### src/sdramFsmPkg.sv
// shared types for the SDRAM write/readback sequencer
// addresses are ADDR_BITS wide and wrap modulo the depth
// the config block stores a wordCount of 0 as 1

package sdramFsmPkg;

    // ------------------------------
    // widths
    // ------------------------------
    localparam int ADDR_BITS = 6;   // enough for depth 64
    localparam int DATA_BITS = 16;

    // ------------------------------
    // run configuration
    // ------------------------------
    typedef struct packed {
        logic [ADDR_BITS-1:0] baseAddr;   // first address written
        logic [7:0]           wordCount;  // 1..255
        logic [3:0]           firstDigit; // hex digit of word 0
    } cfg_t;

    // ------------------------------
    // memory word seen two ways
    // ------------------------------
    typedef struct packed {
        logic [7:0] tag;   // sequence index mod 256
        logic       dp;    // odd index
        logic [6:0] segs;  // a..g, a is msb
    } segWord_t;

    typedef union packed {
        logic [DATA_BITS-1:0] raw;  // memory side
        segWord_t             seg;  // sequencer / checker side
    } sdramWord_u;

    // ------------------------------
    // memory requests
    // ------------------------------
    typedef struct packed {
        logic [ADDR_BITS-1:0] addr;
        sdramWord_u           data;
    } wrReq_t;  // valid with WrRequest

    typedef struct packed {
        logic [ADDR_BITS-1:0] addr;
    } rdReq_t;  // valid with RdRequest

endpackage

### src/segmentEncoder.sv
// hex digit to seven-segment pattern, purely combinational
// active-high segments, a is bit 6 and g is bit 0
// no decimal point here, the caller adds it

module segmentEncoder (
    input  logic [3:0] digit,
    output logic [6:0] segs
);

    // abcdefg
    always_comb begin
        case (digit)
            4'h0: segs = 7'h7E;
            4'h1: segs = 7'h30;  // b c
            4'h2: segs = 7'h6D;
            4'h3: segs = 7'h79;
            4'h4: segs = 7'h33;
            4'h5: segs = 7'h5B;
            4'h6: segs = 7'h5F;
            4'h7: segs = 7'h70;  // a b c
            4'h8: segs = 7'h7F;  // all on
            4'h9: segs = 7'h7B;
            4'hA: segs = 7'h77;
            4'hB: segs = 7'h1F;  // lower case b
            4'hC: segs = 7'h4E;
            4'hD: segs = 7'h3D;  // lower case d
            4'hE: segs = 7'h4F;
            4'hF: segs = 7'h47;
            default: segs = 7'h00;
        endcase
    end

endmodule

### src/fsmConfigRegs.sv
// run configuration registers, written by a single-cycle strobe
// select 0 base address, 1 word count, 2 first digit, 3 ignored
// base address is kept modulo MemDepth, word count 0 is stored as 1
// the sequencer copies these at start, so writes mid-run are safe

module fsmConfigRegs #(
    parameter int MemDepth = 64
) (
    input  logic               Clock,
    input  logic               rstN,
    input  logic               CfgWrite,
    input  logic [1:0]         CfgSel,
    input  logic [7:0]         CfgData,
    output sdramFsmPkg::cfg_t  cfg
);

    localparam logic [sdramFsmPkg::ADDR_BITS-1:0] AddrMask =
        sdramFsmPkg::ADDR_BITS'(MemDepth - 1);

    logic [sdramFsmPkg::ADDR_BITS-1:0] baseAddrQ;
    logic [7:0]                        wordCountQ;
    logic [3:0]                        firstDigitQ;

    // ------------------------------
    // strobe writes
    // ------------------------------
    always_ff @(posedge Clock or negedge rstN) begin
        if (!rstN) begin
            baseAddrQ   <= '0;
            wordCountQ  <= 8'd16;   // one full digit sweep
            firstDigitQ <= 4'h0;
        end else if (CfgWrite) begin
            case (CfgSel)
                2'd0: baseAddrQ <= CfgData[sdramFsmPkg::ADDR_BITS-1:0] & AddrMask;
                2'd1: wordCountQ <= (CfgData == 8'd0) ? 8'd1 : CfgData;
                2'd2: firstDigitQ <= CfgData[3:0];  // low nibble only
                default: ;  // select 3 unused
            endcase
        end
    end

    always_comb begin
        cfg.baseAddr   = baseAddrQ;
        cfg.wordCount  = wordCountQ;
        cfg.firstDigit = firstDigitQ;
    end

endmodule

### src/sdramFsm.sv
// write-then-read sequencer with readback compare
// word i goes to (baseAddr + i) mod MemDepth, one access per cycle
// memory must return read data on the edge after RdRequest
// StartWr is ignored while Busy and there is no back-pressure
// MismatchCount saturates at 255 and is final in the Done cycle

module sdramFsm #(
    parameter int MemDepth = 64
) (
    input  logic                    Clock,
    input  logic                    rstN,
    input  logic                    StartWr,
    input  sdramFsmPkg::cfg_t       cfg,
    input  sdramFsmPkg::sdramWord_u MemData,
    output logic                    WrRequest,
    output sdramFsmPkg::wrReq_t     wrReq,
    output logic                    RdRequest,
    output sdramFsmPkg::rdReq_t     rdReq,
    output logic                    ReadValid,
    output sdramFsmPkg::sdramWord_u ReadData,
    output logic [7:0]              ReadIndex,
    output logic                    Busy,
    output logic                    Done,
    output logic [7:0]              MismatchCount
);

    localparam logic [1:0] StIdle  = 2'd0;
    localparam logic [1:0] StWrite = 2'd1;
    localparam logic [1:0] StRead  = 2'd2;
    localparam logic [1:0] StDrain = 2'd3;

    localparam logic [sdramFsmPkg::ADDR_BITS-1:0] AddrMask =
        sdramFsmPkg::ADDR_BITS'(MemDepth - 1);

    logic [1:0]                        state;
    logic [7:0]                        wordIdx;     // index of current access
    logic                              lastWord;
    logic                              rdPending;   // read data arrives this cycle
    logic [7:0]                        rdIdxQ;      // index of that read
    logic                              doneQ;
    sdramFsmPkg::cfg_t                 runCfg;      // copy taken at start
    logic [sdramFsmPkg::ADDR_BITS-1:0] curAddr;
    logic [6:0]                        wrSegs;
    logic [6:0]                        expSegs;
    sdramFsmPkg::sdramWord_u           expWord;
    logic                              wordBad;

    // ------------------------------
    // word rule
    // ------------------------------
    segmentEncoder wrEnc (
        .digit (runCfg.firstDigit + wordIdx[3:0]),   // wraps mod 16
        .segs  (wrSegs)
    );

    segmentEncoder expEnc (
        .digit (runCfg.firstDigit + rdIdxQ[3:0]),
        .segs  (expSegs)
    );

    // 6-bit sum wraps mod 64 and the mask brings it to mod MemDepth
    assign curAddr  = (runCfg.baseAddr + sdramFsmPkg::ADDR_BITS'(wordIdx)) & AddrMask;
    assign lastWord = (wordIdx == runCfg.wordCount - 8'd1);

    always_comb begin
        wrReq.addr          = curAddr;
        wrReq.data.seg.tag  = wordIdx;
        wrReq.data.seg.dp   = wordIdx[0];
        wrReq.data.seg.segs = wrSegs;
        rdReq.addr          = curAddr;   // read i hits write i's address
    end

    always_comb begin
        expWord.seg.tag  = rdIdxQ;
        expWord.seg.dp   = rdIdxQ[0];
        expWord.seg.segs = expSegs;
    end

    assign wordBad = rdPending && (MemData.raw != expWord.raw);

    // ------------------------------
    // control FSM
    // ------------------------------
    always_ff @(posedge Clock or negedge rstN) begin
        if (!rstN) begin
            state         <= StIdle;
            wordIdx       <= '0;
            rdPending     <= 1'b0;
            doneQ         <= 1'b0;
            MismatchCount <= '0;
        end else begin
            rdPending <= (state == StRead);   // memory answers next edge
            doneQ     <= (state == StDrain);
            if (wordBad && MismatchCount != 8'hFF)
                MismatchCount <= MismatchCount + 8'd1;
            case (state)
                StIdle: begin
                    if (StartWr && !doneQ) begin   // Done cycle still counts as busy
                        state         <= StWrite;
                        wordIdx       <= '0;
                        MismatchCount <= '0;
                    end
                end
                StWrite: begin
                    wordIdx <= lastWord ? 8'd0 : wordIdx + 8'd1;
                    if (lastWord)
                        state <= StRead;
                end
                StRead: begin
                    wordIdx <= wordIdx + 8'd1;
                    if (lastWord)
                        state <= StDrain;
                end
                StDrain: state <= StIdle;   // last read returns here
                default: state <= StIdle;
            endcase
        end
    end

    // run copy and index of the read in flight
    always_ff @(posedge Clock) begin
        if (state == StIdle && StartWr && !doneQ)
            runCfg <= cfg;
        rdIdxQ <= wordIdx;
    end

    // ------------------------------
    // outputs
    // ------------------------------
    assign WrRequest = (state == StWrite);
    assign RdRequest = (state == StRead);
    assign ReadValid = rdPending;
    assign ReadData  = MemData;
    assign ReadIndex = rdIdxQ;
    assign Done      = doneQ;
    assign Busy      = (state != StIdle) || doneQ;

endmodule

### src/demoSdram.sv
// small single-port memory standing in for SDRAM
// MemDepth must be a power of two, 16 to 64
// upper address bits are dropped, write wins over read
// read data is registered, valid on the edge after RdRequest
// contents are not reset

module demoSdram #(
    parameter int MemDepth = 64
) (
    input  logic                    Clock,
    input  logic                    WrRequest,
    input  sdramFsmPkg::wrReq_t     wrReq,
    input  logic                    RdRequest,
    input  sdramFsmPkg::rdReq_t     rdReq,
    output sdramFsmPkg::sdramWord_u MemData
);

    localparam int IdxBits = $clog2(MemDepth);

    logic [sdramFsmPkg::DATA_BITS-1:0] mem [MemDepth];
    logic [IdxBits-1:0]                wrIdx;
    logic [IdxBits-1:0]                rdIdx;

    assign wrIdx = wrReq.addr[IdxBits-1:0];
    assign rdIdx = rdReq.addr[IdxBits-1:0];

    // ------------------------------
    // single port access
    // ------------------------------
    always_ff @(posedge Clock) begin
        if (WrRequest)
            mem[wrIdx] <= wrReq.data.raw;   // raw bits, no decode here
        else if (RdRequest)
            MemData.raw <= mem[rdIdx];
    end

endmodule

### src/sdramFsmTop.sv
// write-then-read test sequencer in front of a demo memory
// MemDepth is set here and passed down, power of two 16..64
// plain strobes and pulses, no handshake on any port
// config writes during a run take effect on the next run

module sdramFsmTop #(
    parameter int MemDepth = 64
) (
    input  logic                    Clock,
    input  logic                    rstN,
    input  logic                    StartWr,
    input  logic                    CfgWrite,
    input  logic [1:0]              CfgSel,
    input  logic [7:0]              CfgData,
    output logic                    ReadValid,
    output sdramFsmPkg::sdramWord_u ReadData,
    output logic [7:0]              ReadIndex,
    output logic                    Busy,
    output logic                    Done,
    output logic [7:0]              MismatchCount
);

    sdramFsmPkg::cfg_t       cfg;
    logic                    wrRequest;
    sdramFsmPkg::wrReq_t     wrReq;
    logic                    rdRequest;
    sdramFsmPkg::rdReq_t     rdReq;
    sdramFsmPkg::sdramWord_u memData;

    // ------------------------------
    // configuration
    // ------------------------------
    fsmConfigRegs #(.MemDepth(MemDepth)) cfgRegs0 (
        .Clock    (Clock),
        .rstN     (rstN),
        .CfgWrite (CfgWrite),
        .CfgSel   (CfgSel),
        .CfgData  (CfgData),
        .cfg      (cfg)
    );

    // ------------------------------
    // sequencer
    // ------------------------------
    sdramFsm #(.MemDepth(MemDepth)) fsm0 (
        .Clock         (Clock),
        .rstN          (rstN),
        .StartWr       (StartWr),
        .cfg           (cfg),
        .MemData       (memData),
        .WrRequest     (wrRequest),
        .wrReq         (wrReq),
        .RdRequest     (rdRequest),
        .rdReq         (rdReq),
        .ReadValid     (ReadValid),
        .ReadData      (ReadData),
        .ReadIndex     (ReadIndex),
        .Busy          (Busy),
        .Done          (Done),
        .MismatchCount (MismatchCount)
    );

    // memory model
    demoSdram #(.MemDepth(MemDepth)) mem0 (
        .Clock     (Clock),
        .WrRequest (wrRequest),
        .wrReq     (wrReq),
        .RdRequest (rdRequest),
        .rdReq     (rdReq),
        .MemData   (memData)
    );

endmodule

### config.mk
export PLATFORM = sky130hd
export DESIGN_NAME = sdramFsmTop
export DESIGN_NICKNAME = d
export VERILOG_FILES = /design/src/sdramFsmPkg.sv /design/src/segmentEncoder.sv /design/src/fsmConfigRegs.sv /design/src/sdramFsm.sv /design/src/demoSdram.sv /design/src/sdramFsmTop.sv
export SDC_FILE = /design/constraint.sdc
export NUM_CORES = 1
export LEC_CHECK = 0
export BUFFER_PORTS_ARGS = -buffer_cell sky130_fd_sc_hd__buf_4
export CORE_MARGIN = 10
export CORE_UTILIZATION = 43
export DETAILED_ROUTE_END_ITERATION = 12
export PLACE_DENSITY_LB_ADDON = 0.25
export SYNTH_ARGS = -nofsm -noshare
export SYNTH_HDL_FRONTEND = slang
export SYNTH_SLANG_ARGS = --single-unit
### constraint.sdc
create_clock -name Clock -period 10.8 [get_ports Clock]
set_clock_uncertainty 0.2 [all_clocks]
set_input_delay 2.16 -clock Clock [delete_from_list [all_inputs] [get_ports Clock]]
set_output_delay 2.16 -clock Clock [all_outputs]
set_load 0.03 [all_outputs]
; Word level (Yosys, flattened, before mapping)
; Memory sizes are Yosys's and may differ from the RTL's. A register that Yosys moved wholly into a read port is not among the register bits.
; Cells that the tools add are included.
[op_classes]
eq_ne = 11
n_reduce_logical = 18
n_mux = 13
bitwise_logic = 1
addsub = 6
[op_table]
columns = op, count
row1 = 2-to-1 mux 8 bit, 6
row2 = case mux 8 bit (3 select lines), 1
row3 = "adder 8 x 1 -> 8 bit, second input constant", 2
row4 = inequality test 16 bit, 1
row5 = AND reduction 2 bit, 5
row6 = adder 4 bit, 2
row7 = == test 8 bit, 1
row8 = zero test 8 bit, 1
row9 = "inequality test 8 bit, second input constant", 1
row10 = case mux 2 bit (4 select lines), 1
row11 = "subtractor 8 x 1 -> 8 bit, second input constant", 1
row12 = adder 6 bit, 1
row13 = "== test 2 bit, second input constant", 3
row14 = 2-to-1 mux 2 bit, 3
row15 = logical AND 1 bit, 5
row16 = "== test 2 x 1 -> 1 bit, second input constant", 2
row17 = zero test 2 bit, 2
row18 = "inequality test 2 bit, second input constant", 2
row19 = AND reduction 3 bit, 1
row20 = nonzero test 3 bit, 1
row21 = 2-to-1 mux 1 bit, 2
row22 = "inequality test 2 x 1 -> 1 bit, second input constant", 1
row23 = nonzero test 2 bit, 1
row24 = zero test 1 bit, 1
row25 = other kinds (2), 2
[totals]
out_inout_bits = 35
wordCells = 64
reg_bits = 64
in_bits = 14
rom_bits = 224
mem_count = 3
ram_bits = 1024
[mem_list]
columns = name, words, width, rd, rd_ports_with_merged_regs, write_ports, line
row1 = mem0.mem, 64, 16, 1, 1, 1, demoSdram.sv:20  ; logic [sdramFsmPkg::DATA_BITS-1:0] mem [MemDepth];
row2 = (no name shown), 16, 7, 1, 0, 0, segmentEncoder.sv:12  ; case (digit)
row3 = (no name shown), 16, 7, 1, 0, 0, segmentEncoder.sv:12

; Logic depth before layout (Yosys ltp)
; Gate-level depths: netlist of run 1.
; An unclocked memory read counts as a cell.
[depth]
ltp_word = 8
ltp_mapped = 15

; Cells and area by module
; Synthesis of run 1 repeated with hierarchy kept, for this count alone.
[unflattened]
hier_cells = 2192
area_unflattened_um2 = 44366.3
[modules_own_cells]
columns = module, cells_each, seq_area_each_um2, area_per_inst_um2, n_inst
row1 = demoSdram, 1808, 31230.0, 40156.0, 1
row2 = sdramFsm, 275, 1201.2, 2911.5, 1
row3 = fsmConfigRegs, 43, 451.7, 708.2, 1
row4 = segmentEncoder, 33, 0.0, 295.3, 2

; Worst setup path after synthesis of run 1
; No wires, ideal clock.
[synth_path]
path_kind = reg-to-reg
start = register fsm0.wordIdx[0]
end = memory mem0.mem[0][3] (netlist bit) (data pin)
slack_ns = 4.786
path_stages_with_launch = 8
arrival_ns = 5.113
required_time_ns = 9.898
setup_ns = 0.702
n_path_buf = 0
cell_sequence = dfrtp_1 -> ha_1 -> inv_1 -> fa_1 -> inv_1 -> ha_1 -> a21oi_1 -> o21ai_0
[synth_via]
elab_chain_cells = 2
[synth_lines]
columns = element, line
row1 = start: declaration, sdramFsm.sv:36  ; logic [7:0] wordIdx;
row2 = start signal: assignment, sdramFsm.sv:105  ; wordIdx <= lastWord ? 8'd0 : wordIdx + 8'd1;
row3 = start signal: assignment, sdramFsm.sv:110  ; wordIdx <= wordIdx + 8'd1;
row4 = adder 4 bit, sdramFsm.sv:52  ; .digit (runCfg.firstDigit + wordIdx[3:0]),
row5 = memory (16 x 7 bit), -
row6 = net fsm0.wrEnc.segs[3], segmentEncoder.sv:7  ; output logic [6:0] segs
row7 = end: declaration, demoSdram.sv:20
; The timed path passes the listed nets, and every way through them passes these cells.

; Final worst setup path of run 1
[layout_path]
start = register fsm0.wordIdx[1]
end = memory mem0.mem[58][1] (netlist bit), enable pin
[layout_via]
elab_chain_cells = 1
[layout_lines]
columns = element, line
row1 = adder 6 bit, sdramFsm.sv:62  ; assign curAddr = (runCfg.baseAddr + sdramFsmPkg::ADDR_BITS'(wordIdx)) & AddrMask;
; Every way passes these cells.

==> results of run 1 <==
## final cells by class
class	count	area [um2]	area share
Sequential cell	1039	30940	0.6519
Multi-Input combinational cell	1356	10270	0.2164
Clock buffer	144	2899	0.06108
Tap cell	1276	1597	0.03364
Timing Repair Buffer	155	1214	0.02557
Clock inverter	58	457.9	0.009648
Inverter	22	85.08	0.001793
## cells by family (layout without fill, tap and decap cells)
kind of cell | count (synthesis) | after routing
xor+xnor | 36 | 36
buf+inv | 174 | 379
fa+ha+maj | 35 | 35
compound gates | 497 | 497
simple gates | 544 | 544
flops | 1039 | 1039
mux | 244 | 244
## layer usage
| layer | wire, um | GRT usage | part of all wire |
|---|---|---|---|
| met5 | 25 | 0 | 0.00022 |
| met4 | 3753 | 0.06918 | 0.033 |
| met3 | 9964 | 0.03717 | 0.089 |
| met2 | 52620 | 0.3144 | 0.47 |
| met1 | 46090 | 0.2733 | 0.41 |
## power by group
part	switching [W]	internal (W)	total [W]
combinational	0.00323	0.00141	0.00464
sequential	0.000126	0.00508	0.00521
clock	0.00151	0.00202	0.00353
total	0.00486	0.00852	0.0134
## state kept, by name, summed over array words and instances (netlist names), 2 cells and up
register	count
cfgRegs0.baseAddrQ	6
cfgRegs0.firstDigitQ	4
cfgRegs0.wordCountQ	8
fsm0.MismatchCount	8
fsm0.ReadIndex	8
fsm0.runCfg	18
fsm0.state	2
fsm0.wordIdx	8
mem0.MemData	15
mem0.mem	960
## final timing paths
kind	end	cells past startpoint	slack, ps	start
setup reg to reg	mem0.mem[58][1]$_DFFE_PP_	8	5130	fsm0.wordIdx[1]$_DFFE_PN0P_
min in group asynchronous	fsm0.state[0]$_DFFE_PN0P_	1	1260	rstN
max in group asynchronous	fsm0.wordIdx[2]$_DFFE_PN0P_	1	8750	rstN
hold reg to reg	fsm0.runCfg[15]$_DFFE_PP_	0	250	cfgRegs0.baseAddrQ[3]$_DFFE_PN0P_
setup / recovery	mem0.mem[58][1]$_DFFE_PP_	8	5130	fsm0.wordIdx[1]$_DFFE_PN0P_
hold / removal	fsm0.runCfg[15]$_DFFE_PP_	0	250	cfgRegs0.baseAddrQ[3]$_DFFE_PN0P_
## stage by stage
stage / instances / hold slack, ps / utilization / worst slack, ps / total power, W
floorplan: 2569 / 219.4 / - / 4786 / 0.008161
global placement: 3848 / 230.5 / 0.4561 / 5199 / 0.009822
detailed placement: 3848 / 233.1 / 0.4561 / 5146 / 0.009918
CTS: 4050 / 252.3 / 0.4908 / 5137 / 0.01344
global route: 4050 / 257.2 / 0.4908 / 4962 / 0.01390
finish: 4050 / 246.5 / 0.4908 / 5131 / 0.01338
## layout by cell type, fill, tap and decap left out, types with 4 or more instances in the layout
master,netlist,layout
edfxtp_1,993,993
nand2_1,297,297
a21oi_1,164,160
buf_4,16,151
nor2_1,127,126
mux2i_1,116,116
clkbuf_16,0,109
mux4_2,106,106
o22ai_1,70,70
a31oi_1,52,51
nand3_1,50,50
o21ai_0,50,49
a221oi_1,33,33
ha_1,32,31
clkbuf_1,57,31
a31o_2,30,30
dfrtp_1,37,29
a311oi_1,25,25
clkinv_1,0,24
xnor2_1,23,22
mux2_2,22,22
inv_1,20,20
clkinv_2,0,19
a211oi_1,17,17
and3_1,12,12
or4_1,11,11
nor3_1,11,11
xor2_1,10,10
a21o_1,9,9
dfxtp_1,8,8
dfrtp_2,0,8
and2_1,7,7
bufinv_16,0,6
o211ai_1,5,5
o221ai_1,5,5
nand4_1,4,4
a21oi_4,0,4
or3_1,4,4
clkbuf_8,0,4
buf_12,0,4
==> flow_summary.yaml, run 1 <==
yosys:
  yosysMostFrequentCell: "edfxtp_1"
  synth_top_family_by_area: "multiplexers"
  netlist.area_leader.share: 0.7117
  synth-simple-area-share: 0.05510
  ys.flop_type: "edfxtp_1"
  synth_mux_area_frac: 0.09061
  synth.avg_cell_area_um2: 16.31
  yosys_register_bits: 1039
  ys_types: 77
  synth.area.top_cells: "edfxtp_1 (71%), mux4_2 (5.7%), mux2i_1 (2.8%)"
  ys_seq_area_frac: 0.7383
  ys_warn_count: 0
  syn-num-nets: 2618
  synth_fa_ha_area_frac: 0.01099
  synth-async-reset-ratio: 0.03657
  synth_xor_area_frac: 0.008482
  synth_edf_count: 993
  netlist_area_um2: 41900
  syn_inst: 2569
  yosys-top-cells-count: "edfxtp_1 (993), nand2_1 (297), a21oi_1 (164), nor2_1 (127), mux2i_1 (116)"
  synth-compound-area-share: 0.07744
  synth_top_area_cell: "edfxtp_1"
sta:
  clock.fmax_mhz: 176.4
  slew_violations: 0
  finalSetupViolations: 0
  hold_violations: 0
  setup_tns_ps: 0
  rsz0062_at_grt: "no"
  period_share: 0.5249
  max_slew_margin: 0.1268
  period_needed_ps: 5669
  tightest_slew_ps: 1301
setup_path:
  path_class: "reg -> reg"
  cp.required_ps: 10950
  endpoint_kind: "flop"
  worstPathMaxFanout: 72
  cp.arrival_ps: 5820
  critPathSlowestCell: "fa_4"
  path_buf_inv: 3
  cp-start-kind: "flop"
  crit_top_cell: "buf_4"
  cp_top_family: "simple AND/OR/NAND/NOR gates"
  max_stage_delay_ps: 1260
  path_cells: "buf_4, fa_4, buf_4, nand2_1, nor2_1, nand2_1, nor2_1, buf_4"
detailed_routing:
  vias: 24191
  drt-initial-drc-count: 2831
  avgRoutedWirePerCell_um: 27.77
  wl_mm: 112.5
  dr.pass1.iters: 8
  viasPerCell: 5.973
  drc: 0
  postRouteAntennaNets: 0
global_routing:
  antenna_found_initial: 5
  grt_pass1_wl_mm: 165.6
  grt_pass1_vias: 23885
  grt_remaining_overflow: 0
  grt_start_max_net_pins: 145
  grt_util_all_layers: 0.1987
clocking:
  clkTransAtPathRegs_ps: 60
  clkLatencyLatePin_ps: 660
  cts-buffers-inserted: 107
  holdBufCountCts: 0
  post_cts_resized: 0
  cts_root_buffer: "clkbuf_16"
  cts_tree: "done"
  post-cts-setup-buffers: 0
  cts_sinks: 1039
  htreeDepth: 3
  clk_path_buf_depth: 3
layout:
  nNetsFinal: 2730
  fin_area_um2: 47460
  drive_gt1_frac: 0.1777
  antennaDiodeCount: 0
  syn_to_final_growth_pct: 13.29
  fill_cells: 8023
floorplanning:
  chipWidth_um: 332.1
  dieArea_um2: 110300
  num_rows: 114
  initial_utilization: 0.4332
  num_io_pins: 49
  dieHeight_um: 332.1
  core_area_um2: 96710
placed_design:
  globalplace.congestion: 0.8530
  place_hpwl_mm: 64.32
  place_area_um2: 44110
  port_buffers: 48
pwr:
  ir_drop_uv: 249.3
  cellLeakagePower_nw: 16.01
  cellPowerDensity_nw_per_um2: 281.9
job:
  cap_violations: 0
run_status:
  status: "completed"
worst_hold_path:
  hold_class: "reg -> reg"
No activity file was read; power rests on OpenSTA's default activity.
==> run 2: changes to the inputs <==
Clock period 10.8 ns to 5.55 ns, I/O delays scaled along.
==> flow_summary.yaml, run 2 (same netlist as run 1, synthesis figures left out) <==
floorplanning:
  initial_utilization: 0.4332
  core_area_um2: 96710
  num_io_pins: 49
  chipWidth_um: 332.1
  num_rows: 114
  dieHeight_um: 332.1
  dieArea_um2: 110300
global_routing:
  antenna_found_initial: 3
  grt_pass1_vias: 23793
  grt_pass1_wl_mm: 167.3
  grt_start_max_net_pins: 77
  gr-usage-met1: 0.2762
  grt.busiest_layer: "met2"
  grt_use_met2: 0.3203
  grt_util_all_layers: 0.2017
  use_met3: 0.04014
  grt_remaining_overflow: 0
pwr:
  power.switching_w: 0.009668
  cellPowerDensity_nw_per_um2: 555.2
  cellLeakagePower_nw: 16.18
  p_int_w: 0.01689
  comb_power_share: 0.359
  power_frac_clock: 0.260
  sw_frac_of_total: 0.3641
  power_frac_seq: 0.381
  ir_drop_uv: 373.6
clocking:
  cts_tree: "done"
  cts_sinks: 1039
  cts_root_buffer: "clkbuf_16"
  clkTransAtPathRegs_ps: 70
  holdBufCountCts: 0
  htreeDepth: 3
  clkLatencyLatePin_ps: 680
  clk_path_buf_depth: 3
  cts-buffers-inserted: 103
  post_cts_resized: 0
  post-cts-setup-buffers: 0
placed_design:
  dpl_worst_slack_ps: 778.6
  globalplace.congestion: 0.9187
  place_hpwl_mm: 69.19
  dp.cells: 3884
  port_buffers: 48
sta:
  slew_violations: 0
  tightest_slew_ps: 1237
  period_share: 0.8831
  setup_tns_ps: 0
  max_slew_margin: 0.1695
  hold-worst-slack_ps: 220.5
  finalSetupViolations: 0
  hold_violations: 0
  period_needed_ps: 4901
  rsz0062_at_grt: "no"
  clock.fmax_mhz: 204.0
  fin_ws_ps: 649.0
setup_path:
  path_class: "reg -> reg"
  cp.required_ps: 5760
  cp.arrival_ps: 5110
  worstPathMaxFanout: 72
  endpoint_kind: "flop"
  cp-start-kind: "flop"
detailed_routing:
  dr.pass1.iters: 6
  postRouteAntennaNets: 0
  wl_mm: 114.4
  vias: 24545
  avgRoutedWirePerCell_um: 28.07
  drt-initial-drc-count: 2897
  drc: 0
  viasPerCell: 6.022
layout:
  final_util: 0.4946
  syn_to_final_growth_pct: 14.17
  nNetsFinal: 2762
  fill_cells: 7900
  drive_gt1_frac: 0.1884
  largest-register: "mem0.mem"
  largest_register_ffs: 960
  layout_common_cells: "edfxtp_1 (993), nand2_1 (297), buf_4 (178)"
  top_regs: "mem0.mem x960, fsm0.runCfg x18, mem0.MemData x15"
  final_common_cell: "edfxtp_1"
  fin_cells: 4076
job:
  cap_violations: 0
run_status:
  status: "completed"
worst_hold_path:
  hold_class: "in -> async"
-- run 2: changes by cell type in the layout (fill, tap and decap cells not counted), moves of 4 or more --
cell,delta
buf_12,+8
buf_4,+27
bufinv_16,+6
clkbuf_1,-16
clkbuf_16,-5
clkinv_1,+5
clkinvlp_4,+4
-- run 2: routing by layer --
layer	part of all wire	routed length [um]
met1	0.41	47210
met2	0.47	54190
met3	0.083	9483
met4	0.031	3500
met5	0.00023	26
-- run 2: power by group through the flow --
stage                     registers, W  logic (W)  clock network, W
after floorplan                 0.0104    0.00550                 0
after global placement          0.0103    0.00931                 0
after detailed placement        0.0103    0.00947                 0
after CTS                       0.0101    0.00950           0.00701
after global routing            0.0101     0.0101           0.00732
final                           0.0101    0.00952           0.00691
-- run 2: final timing paths --
kind | start | end | slack, ps | depth (start not counted)
max | fsm0.runCfg[12]$_DFFE_PP_ | mem0.MemData[8]$_DFFE_PP_ | 650 | 8
max reg2reg | fsm0.runCfg[12]$_DFFE_PP_ | mem0.MemData[8]$_DFFE_PP_ | 650 | 8
min reg2reg | cfgRegs0.baseAddrQ[5]$_DFFE_PN0P_ | fsm0.runCfg[17]$_DFFE_PP_ | 250 | 0
min in group Clock | cfgRegs0.baseAddrQ[5]$_DFFE_PN0P_ | fsm0.runCfg[17]$_DFFE_PP_ | 250 | 0
min | rstN | fsm0.MismatchCount[6]$_DFF_PN0_ | 220 | 1
max in group asynchronous | rstN | fsm0.wordIdx[2]$_DFFE_PN0P_ | 4550 | 1
-- run 2: worst max-delay path: stages, from the launching register on --
cell      delay [ps]
edfxtp_1         410
ha_4             190
fa_4            1060
buf_12           420
mux4_2           590
a221oi_1         550
o22ai_1          370
nor3_1           540
nand2_1          160
-- run 2: per-stage QoR --
stage,cell area (um2),total power (W)
after global placement,44470,0.01957
after floorplan,41900,0.01592
final,47830,0.02656
after CTS,47830,0.02662
after detailed placement,44490,0.01975
after global routing,47830,0.02753
-- run 2: area by class of cell --
type	count	area (um2)	share of cell area
Inverter	22	85.08	0.001779
Multi-Input combinational cell	1356	10270	0.2147
Sequential cell	1039	30940	0.6468
Antenna cell	3	7.507	0.0001569
Clock buffer	121	2686	0.05616
Clock inverter	68	654.4	0.01368
Tap cell	1276	1597	0.03338
Timing Repair Buffer	191	1592	0.03327
